===== config.mk =====
export PLATFORM = sky130hd
export DESIGN_NAME = mshr_alloc_top
export DESIGN_NICKNAME = d
export VERILOG_FILES = /design/src/mshr_pkg.sv /design/src/mshr_free_table.sv /design/src/cmn_lead_two.sv /design/src/fifo.sv /design/src/pre_alloc_two.sv /design/src/mshr_alloc_top.sv
export VERILOG_INCLUDE_DIRS = /design/src /design/src/src
export SDC_FILE = /design/constraint.sdc
export NUM_CORES = 1
export LEC_CHECK = 0
export ABC_AREA = 1
export BUFFER_PORTS_ARGS = -buffer_cell sky130_fd_sc_hd__buf_4
export CELL_PAD_IN_SITES_DETAIL_PLACEMENT = 1
export CELL_PAD_IN_SITES_GLOBAL_PLACEMENT = 2
export CORE_ASPECT_RATIO = 0.5
export CORE_MARGIN = 2
export CORE_UTILIZATION = 34
export CTS_BUF_LIST = sky130_fd_sc_hd__clkbuf_16
export DETAILED_ROUTE_END_ITERATION = 8
export PLACE_DENSITY_LB_ADDON = 0.12
export SETUP_SLACK_MARGIN = 0.1
export SYNTH_ARGS = -nofsm -noshare
export SYNTH_HDL_FRONTEND = slang
export SYNTH_SLANG_ARGS = --single-unit

===== constraint.sdc =====
create_clock -name clk -period 2.4 [get_ports clk]
set_input_delay 0.24 -clock clk [delete_from_list [all_inputs] [get_ports clk]]
set_output_delay 0.24 -clock clk [all_outputs]
set_load 0.02 [all_outputs]

===== src/mshr_config.svh =====
`ifndef MSHR_CONFIG_SVH
`define MSHR_CONFIG_SVH

// MSHR table size
`define MSHR_ENTRY_NUM              16
`define MSHR_ID_WIDTH               4

// Pair FIFO holds 2**ADDR_WIDTH pairs
`define MSHR_PRE_ALLOC_ADDR_WIDTH   2

`endif


===== src/mshr_pkg.sv =====
`default_nettype none

`include "mshr_config.svh"

package mshr_pkg;

    typedef logic [`MSHR_ID_WIDTH-1:0]  mshr_id_t;    // Entry id
    typedef logic [`MSHR_ENTRY_NUM-1:0] mshr_vec_t;   // One bit per entry

    // id_1 always holds the lower id
    typedef struct packed {
        mshr_id_t id_2;
        mshr_id_t id_1;
    } mshr_pair_t;

endpackage

`default_nettype wire


===== src/mshr_free_table.sv =====
`default_nettype none

`include "mshr_config.svh"

module mshr_free_table
    import mshr_pkg::*;
(
    input  logic      clk,
    input  logic      arst_n,
    input  mshr_vec_t claim_mask,
    input  logic      release_vld,
    input  mshr_id_t  release_id,
    output mshr_vec_t free_vec
);

    mshr_vec_t release_mask;
    mshr_vec_t free_vec_nxt;

    always_comb begin
        release_mask = '0;
        if (release_vld) begin
            release_mask[release_id] = 1'b1;   // Returned entry
        end
    end

    assign free_vec_nxt = (free_vec & ~claim_mask) | release_mask;

    always_ff @(posedge clk or negedge arst_n) begin
        if (!arst_n) begin
            free_vec <= {`MSHR_ENTRY_NUM{1'b1}};   // All entries free
        end else begin
            free_vec <= free_vec_nxt;
        end
    end

    // Consumer may only hand back entries it was given
    a_release_busy: assert property (
        @(posedge clk) disable iff (!arst_n)
        release_vld |-> !free_vec[release_id]
    ) else $error("release of free MSHR entry %0d", release_id);

    // Pre-allocator must only claim entries shown as free
    a_claim_free: assert property (
        @(posedge clk) disable iff (!arst_n)
        (claim_mask & ~free_vec) == '0
    ) else $error("claim of busy MSHR entry, mask %h", claim_mask);

    a_no_overlap: assert property (
        @(posedge clk) disable iff (!arst_n)
        release_vld |-> !claim_mask[release_id]
    ) else $error("claim and release of MSHR entry %0d in one cycle", release_id);

endmodule

`default_nettype wire


===== src/cmn_lead_two.sv =====
`default_nettype none

`include "mshr_config.svh"

module cmn_lead_two
    import mshr_pkg::*;
(
    input  mshr_vec_t v_entry_vld,
    output mshr_vec_t v_free_idx_oh_1,
    output mshr_id_t  v_free_idx_bin_1,
    output logic      v_free_vld_1,
    output mshr_vec_t v_free_idx_oh_2,
    output mshr_id_t  v_free_idx_bin_2,
    output logic      v_free_vld_2
);

    mshr_vec_t upper_vld;

    function automatic mshr_id_t oh_to_bin(input mshr_vec_t oh);
        mshr_id_t idx;
        idx = '0;
        for (int i = 0; i < `MSHR_ENTRY_NUM; i++) begin
            if (oh[i]) begin
                idx = idx | mshr_id_t'(i);
            end
        end
        return idx;
    endfunction

    // Isolate lowest set bit
    assign v_free_idx_oh_1  = v_entry_vld & (~v_entry_vld + mshr_vec_t'(1));
    assign v_free_vld_1     = |v_entry_vld;
    assign v_free_idx_bin_1 = oh_to_bin(v_free_idx_oh_1);

    // Same again with the first hit removed
    assign upper_vld        = v_entry_vld & ~v_free_idx_oh_1;
    assign v_free_idx_oh_2  = upper_vld & (~upper_vld + mshr_vec_t'(1));
    assign v_free_vld_2     = |upper_vld;
    assign v_free_idx_bin_2 = oh_to_bin(v_free_idx_oh_2);

endmodule

`default_nettype wire


===== src/fifo.sv =====
`default_nettype none

// Synchronous FIFO, first-word fall-through at dout.
// A write while full is dropped, even when a read happens in the same
// cycle, so a full FIFO only accepts new data one cycle after a pop.
module fifo #(
    parameter int unsigned DATA_WIDTH = 8,
    parameter int unsigned ADDR_WIDTH = 2
) (
    input  logic                  clk,
    input  logic                  arst_n,
    input  logic                  wr_ena,
    input  logic                  rd_ena,
    input  logic [DATA_WIDTH-1:0] din,
    output logic [DATA_WIDTH-1:0] dout,
    output logic                  full,
    output logic                  empty
);

    localparam int unsigned DEPTH = 1 << ADDR_WIDTH;

    logic [DATA_WIDTH-1:0] mem [DEPTH];
    logic [ADDR_WIDTH:0]   wr_ptr;     // MSB is the wrap bit
    logic [ADDR_WIDTH:0]   rd_ptr;
    logic                  wr_ok;
    logic                  rd_ok;

    assign wr_ok = wr_ena && !full;
    assign rd_ok = rd_ena && !empty;

    assign empty = (wr_ptr == rd_ptr);
    assign full  = (wr_ptr[ADDR_WIDTH] != rd_ptr[ADDR_WIDTH]) &&
                   (wr_ptr[ADDR_WIDTH-1:0] == rd_ptr[ADDR_WIDTH-1:0]);

    assign dout = mem[rd_ptr[ADDR_WIDTH-1:0]];   // Head entry

    always_ff @(posedge clk) begin
        if (wr_ok) begin
            mem[wr_ptr[ADDR_WIDTH-1:0]] <= din;
        end
    end

    always_ff @(posedge clk or negedge arst_n) begin
        if (!arst_n) begin
            wr_ptr <= '0;
            rd_ptr <= '0;
        end else begin
            if (wr_ok) begin
                wr_ptr <= wr_ptr + 1'b1;
            end
            if (rd_ok) begin
                rd_ptr <= rd_ptr + 1'b1;
            end
        end
    end

    a_no_underflow: assert property (
        @(posedge clk) disable iff (!arst_n)
        rd_ena |-> !empty
    ) else $error("fifo read while empty");

endmodule

`default_nettype wire


===== src/pre_alloc_two.sv =====
`default_nettype none

`include "mshr_config.svh"

module pre_alloc_two
    import mshr_pkg::*;
(
    input  logic       clk,
    input  logic       arst_n,
    input  mshr_vec_t  free_vec,
    output mshr_vec_t  claim_mask,
    output logic       out_vld,
    input  logic       out_rdy,
    output mshr_pair_t out_pair
);

    mshr_vec_t  free_oh_1;
    mshr_id_t   free_id_1;
    logic       free_vld_1;
    mshr_vec_t  free_oh_2;
    mshr_id_t   free_id_2;
    logic       free_vld_2;
    mshr_pair_t two_free_id;
    logic       pair_wr;
    logic       pair_rd;
    logic       buf_full;
    logic       buf_empty;

    cmn_lead_two i_cmn_lead_two (
        .v_entry_vld      (free_vec),
        .v_free_idx_oh_1  (free_oh_1),
        .v_free_idx_bin_1 (free_id_1),
        .v_free_vld_1     (free_vld_1),
        .v_free_idx_oh_2  (free_oh_2),
        .v_free_idx_bin_2 (free_id_2),
        .v_free_vld_2     (free_vld_2)
    );

    assign pair_wr = free_vld_1 && free_vld_2;   // FIFO drops it when full
    assign pair_rd = out_vld && out_rdy;

    // Claim only what the FIFO actually takes
    assign claim_mask = (pair_wr && !buf_full) ? (free_oh_1 | free_oh_2) : '0;

    assign two_free_id.id_1 = free_id_1;
    assign two_free_id.id_2 = free_id_2;

    fifo #(
        .DATA_WIDTH ($bits(mshr_pair_t)),
        .ADDR_WIDTH (`MSHR_PRE_ALLOC_ADDR_WIDTH)
    ) i_fifo (
        .clk    (clk),
        .arst_n (arst_n),
        .wr_ena (pair_wr),
        .rd_ena (pair_rd),
        .din    (two_free_id),
        .dout   (out_pair),
        .full   (buf_full),
        .empty  (buf_empty)
    );

    assign out_vld = !buf_empty;

    a_pair_order: assert property (
        @(posedge clk) disable iff (!arst_n)
        out_vld |-> (out_pair.id_1 < out_pair.id_2)
    ) else $error("pair out of order %0d/%0d", out_pair.id_1, out_pair.id_2);

endmodule

`default_nettype wire


===== src/mshr_alloc_top.sv =====
`default_nettype none

module mshr_alloc_top
    import mshr_pkg::*;
(
    input  logic       clk,
    input  logic       arst_n,
    input  logic       release_vld,
    input  mshr_id_t   release_id,
    output logic       alloc_vld,
    input  logic       alloc_rdy,
    output mshr_pair_t alloc_pair
);

    mshr_vec_t free_vec;
    mshr_vec_t claim_mask;

    mshr_free_table i_mshr_free_table (
        .clk         (clk),
        .arst_n      (arst_n),
        .claim_mask  (claim_mask),
        .release_vld (release_vld),
        .release_id  (release_id),
        .free_vec    (free_vec)
    );

    pre_alloc_two i_pre_alloc_two (
        .clk        (clk),
        .arst_n     (arst_n),
        .free_vec   (free_vec),
        .claim_mask (claim_mask),
        .out_vld    (alloc_vld),
        .out_rdy    (alloc_rdy),
        .out_pair   (alloc_pair)
    );

endmodule

`default_nettype wire


After elaboration in Yosys (flattened, before gate mapping)
Memory sizes are Yosys's and may differ from the RTL's.
Cells that the tools add are included.
Storage, ports and cells
  memories kept: 1
  bits in writable memories: 32
  output and inout port bits: 9
  register bits after elaboration: 22
  logic and storage cells: 69
  bits of input ports: 8
Cells by class
  muxes and demuxes: 36
  reductions and logical operators: 10
  eq/ne operators: 3
  magnitude comparators: 2
  bitwise logic cells: 10
  add/sub/neg operators: 4
Memories
  i_pre_alloc_two.i_fifo.mem: words 4, bits a word 8, rd ports 1, clocked after Yosys merged registers in 0, write ports 1, RTL line fifo.sv:22  | logic [DATA_WIDTH-1:0] mem [DEPTH];
Operator list (number)
  $and 16x16->16: 4
  $mux 4: 16
  $not 16->16: 4
  $add 16x1->16 const B: 2
  $mux 16: 2
  $or 16x16->16: 2
  $reduce_or 16->1: 2
  $mux 3: 8
  $mux 2: 4
  $add 3x1->3 const B: 2
  $logic_and 1x1->1: 6
  $lt 4x5->1 const B: 1
  $mux 1: 5
  $demux 1 s4: 1
  $ge 4x1->1 const B: 1
  $eq 3x3->1: 1
  $eq 2x2->1: 1
  $logic_not 1->1: 2
  $ne 1x1->1: 1

Logic depth before layout (Yosys ltp)
  depth after elaboration: 23
  depth in mapped cells: 12
  gate-level depth less buffers: 12

Modules after synthesis
From an unflattened synthesis, not the netlist that was laid out.
Unflattened totals
  cells, all modules: 451
  area, all modules: 3497.1 um2
By module, submodules not included
  fifo: instances 1, sequential area each 1111.1 um2, cells an instance 138, area each 1631.6 um2
  cmn_lead_two: instances 1, sequential area each 0.0 um2, cells an instance 178, area each 912.1 um2
  mshr_free_table: instances 1, sequential area each 420.4 um2, cells an instance 95, area each 752.0 um2
  pre_alloc_two: instances 1, sequential area each 0.0 um2, cells an instance 40, area each 201.4 um2

Worst setup path before layout
OpenSTA, ideal clock, no wires.
  kind: reg2reg
  from: register i_mshr_free_table.free_vec[1]
  to: memory i_pre_alloc_two.i_fifo.mem[0][0], enable pin
  slack: 0.156 ns
  arrival: 1.873 ns
  setup time: 0.371 ns
  period minus slack after synthesis: 2.244 ns
  stages on the path, launching flop included: 12
  cells stage by stage: dfstp_2 > inv_1 > nand2_1 > nand2_1 > nand2_1 > nor2_8 > nand2_4 > nor2_8 > nand3_4 > nand2_4 > buf_8 > nor2_1
Between the ends
  word-level cells in the longest chain between the ends: 10
  elaborated cells between the ends (all ways): 11
  classes of those cells: add/sub (1); mux (2); bitwise (4); reduce/logical (4)
RTL lines
  start: declaration: RTL line mshr_free_table.sv:13  | output mshr_vec_t free_vec
  start signal: assignment: RTL line mshr_free_table.sv:30  | free_vec <= {`MSHR_ENTRY_NUM{1'b1}};
  start signal: assignment: RTL line mshr_free_table.sv:32  | free_vec <= free_vec_nxt;
  $not 16->16: RTL line cmn_lead_two.sv:31  | assign v_free_idx_oh_1 = v_entry_vld & (~v_entry_vld + mshr_vec_t'(1));
  $add 16x1->16: RTL line cmn_lead_two.sv:31
  $and 16x16->16: RTL line cmn_lead_two.sv:31
  $not 16->16: RTL line cmn_lead_two.sv:36  | assign upper_vld = v_entry_vld & ~v_free_idx_oh_1;
  $and 16x16->16: RTL line cmn_lead_two.sv:36
  $reduce_or 16->1: RTL line cmn_lead_two.sv:38  | assign v_free_vld_2 = |upper_vld;
  $logic_and 1x1->1 (*): RTL line pre_alloc_two.sv:39  | assign pair_wr = free_vld_1 && free_vld_2;
  $logic_and 1x1->1 (*): RTL line fifo.sv:28  | assign wr_ok = wr_ena && !full;
  $mux 1 (*): RTL line fifo.sv:38  | if (wr_ok) begin
  $mux 1 (not written as such) (*): RTL line fifo.sv:39  | mem[wr_ptr[ADDR_WIDTH-1:0]] <= din;
  end: declaration: RTL line fifo.sv:22
Every way passes the cells marked *; elsewhere a longest branch is shown, timed or not.

Final worst setup path
  from: register i_mshr_free_table.free_vec[0]
  to: memory i_pre_alloc_two.i_fifo.mem[0][7], enable pin
Same word-level chain as after synthesis.

==> impl_metrics.toml <==
[layout]
diodes = 0
fillers = 1054
drive_gt1_share_pct = 21.4
fin_nets = 409
stdcell_area_sq_um = 3610
area_growth_pct = 16.2

[sta]
finalSetupViolCount = 0
period_share_pct = 91.5
worstMarginPinSlew_ns = 0.598
skew_ns = 0.00716
fmax_mhz = 455
max-slew-margin-rel_pct = 59.9
rsz0062_at_grt = "yes"
tns_ns = 0
final_max_slew_viol_count = 0
setup_slack_ns = 0.203
holdWs_ns = 0.217
min_period_ns = 2.20
hold_violations = 0

[logic_synthesis]
ys.flop_type = "edfxtp_1"
seq_area_frac_synth_pct = 49.3
syn_area_sq_um = 3110
synth_area_leader_cell = "edfxtp_1"
netlist_instances = 368
synth_cell_types = 37
synth_fp_nets = 381
synth-edff-count = 32
syn_avg_cell_area_sq_um = 8.45
ys_warn_count = 0
synthArstFlopShare_pct = 40.7
yosysTopAreaCellShare_pct = 30.9
ys_ff_latch = 54
ys_top_cells_by_area = "edfxtp_1 (31%), dfstp_2 (14%), nand2_1 (11%), nor2_1 (6.3%), dfrtp_1 (4.8%)"

[die]
start_util_pct = 35.3
dieHeight_um = 71.6
core.rowCount = 24
core_sq_um = 8800
io_pins = 17
die_w_um = 139
dieArea_sq_um = 9970

[setup_path]
critPathMostFrequentCell = "nand2_1"
critical_path_class = "register to register"
max_stage_delay_ns = 0.59
crit_fanout = 9
cp.required_ns = 2.34
critical-path-top-delay-family = "simple AND/OR/NAND/NOR gates"
critPathArrivalTime_ns = 2.14
start_kind = "register"
path_buf_inv = 1
slowest_stage = "dfstp_2"
worstPathCellList = "inv_1, nand2_1, nand2_1, nand2_1, nor2_8, nand2_4, nor2_8, nand3_4, nand2_4, nor2_2"
cp-end-kind = "register"

[routing]
drc_errors = 0
routed_wl_um = 8770
wire_per_inst_um = 17.1
avgViaCountPerCell = 5.10
firstDrtPassIters = 4
ant_nets = 0
drt_first_iter_violations = 128
dr_total_vias = 2619

[placement]
placed_area_sq_um = 3420
io_buffer_count = 16
dp_hpwl_um = 7050
pre_cts_ws_ns = -0.0383
place_congestion = 0.869

[grt]
track_usage_pct = 18.5
grt_max_degree = 23
grt_pass1_vias = 2691
antenna_found_initial = 0
grt_pass1_wl_um = 14200
overflow = 0

[clock_network]
cts_made_buffers = 5
clockBufferDepth = 2
clkSinkCount = 54
root_buffer = "clkbuf_16"
clk_latency_ns = 0.30
cts_tree = "yes"
clk_pin_slew_ns = 0.08
htreeDepth = 2

[status]
outcome = "finished, final reports clean"

[flow_run]
maxCapViolations = 0

[hold_path]
hold_path.class = "primary input to register"
## final cells by class
type / count / area, sq um / share of cell area [%]
Tap cell: 117 / 146 / 4.05
Clock buffer: 5 / 125 / 3.46
Inverter: 38 / 143 / 3.95
Multi-Input combinational cell: 270 / 1430 / 39.7
Timing Repair Buffer: 27 / 205 / 5.68
Clock inverter: 3 / 28.8 / 0.796
Sequential cell: 54 / 1530 / 42.4
## through the flow
step	util (%)	cells
after floorplan	-	368
after global placement	38.8	505
after detailed placement	38.8	505
after CTS	40.8	514
after global routing	41.1	514
final	41.1	514
## routing by layer
metal | share of wire, % | routed length (um) | track usage, % | vias to the layer above
li1 | - | - | - | 1272
met1 | 49 | 4280 | 25.1 | 1292
met2 | 46 | 4010 | 31.0 | 46
met3 | 4.0 | 348 | 3.54 | 9
met4 | 1.4 | 127 | 4.60 | 0
met5 | 0 | 0 | 0 | -
## sequential cells by signal, indices dropped and copies added (netlist names)
register,count
i_pre_alloc_two.i_fifo.wr_ptr,3
i_pre_alloc_two.i_fifo.mem,32
i_pre_alloc_two.i_fifo.rd_ptr,3
i_mshr_free_table.free_vec,16
## placed cells by master (no fill, tap or decap), types with 2 or more instances in the layout
cell type,count
nand3b_1,2
a21oi_1,7
nand3_2,2
dfrtp_1,6
xnor2_1,2
nor2_8,2
dfstp_2,16
o21bai_1,2
inv_1,38
xor2_1,4
clkbuf_16,5
edfxtp_1,32
nor2_2,9
o22ai_1,8
nand2_4,3
nor3_1,2
a22oi_1,2
nand3_1,24
nand4_1,6
ha_1,5
o21ai_1,2
nand2_2,10
a32oi_1,2
buf_4,26
nand2_1,93
nor2_1,45
o21ai_0,24
nor2_4,6
## worst min-delay path: cells and delay by family
family	cells	cell delay, ns
and+or+nand+nor	2	0.13
buffers and inverters	1	0.14
## final timing paths
kind | start | to | slack, ns | depth (start not counted)
worst min register to register | i_mshr_free_table.free_vec[1] | i_mshr_free_table.free_vec[1] | 0.51 | 2
max in group asynchronous | arst_n | i_mshr_free_table.free_vec[12] | 1.72 | 2
min in group asynchronous | arst_n | i_pre_alloc_two.i_fifo.wr_ptr[0] | 0.38 | 2
worst max register to register | i_mshr_free_table.free_vec[0] | i_pre_alloc_two.i_fifo.mem[0][7] | 0.20 | 10
worst min-delay path | release_vld | i_mshr_free_table.free_vec[6] | 0.22 | 3
worst max-delay path | i_mshr_free_table.free_vec[0] | i_pre_alloc_two.i_fifo.mem[0][7] | 0.20 | 10
## Yosys cell counts, types with 3 or more instances
| library cell | n |
|---|---|
| nand3_1 | 25 |
| a21oi_1 | 7 |
| clkbuf_1 | 4 |
| o22ai_1 | 8 |
| dfrtp_1 | 6 |
| nor2_1 | 52 |
| nand2_1 | 93 |
| ha_1 | 5 |
| nand2_4 | 3 |
| inv_1 | 38 |
| dfstp_2 | 16 |
| xor2_1 | 4 |
| nand4_1 | 6 |
| edfxtp_1 | 32 |
| nor2_2 | 4 |
| o21ai_0 | 24 |
| nor2_4 | 4 |
| nand2_2 | 10 |
## repair_timing
action	CTS	global route
setup buffers	0	0
hold endpoints to repair	6	0
gates resized for setup	4	6
setup endpoints to repair	32	48
hold buffers	1	0
pin swaps	0	1
## kinds of logic (layout without fill, tap and decap cells)
kind of cell               Yosys count  count (layout)  share of synthesized area (%)
AOI/OAI and AO/OA                   53              53                           10.1
xor gates and xnor gates             6               6                           1.69
adders and majority gates            5               5                           2.01
and+or+nand+nor                    206             206                           31.3
buffers and inverters               44              73                           5.67
DFF                                 54              54                           49.3
Power is not shown: default switching activity piles up to over one toggle a cycle in this logic, so the estimate is an artifact.
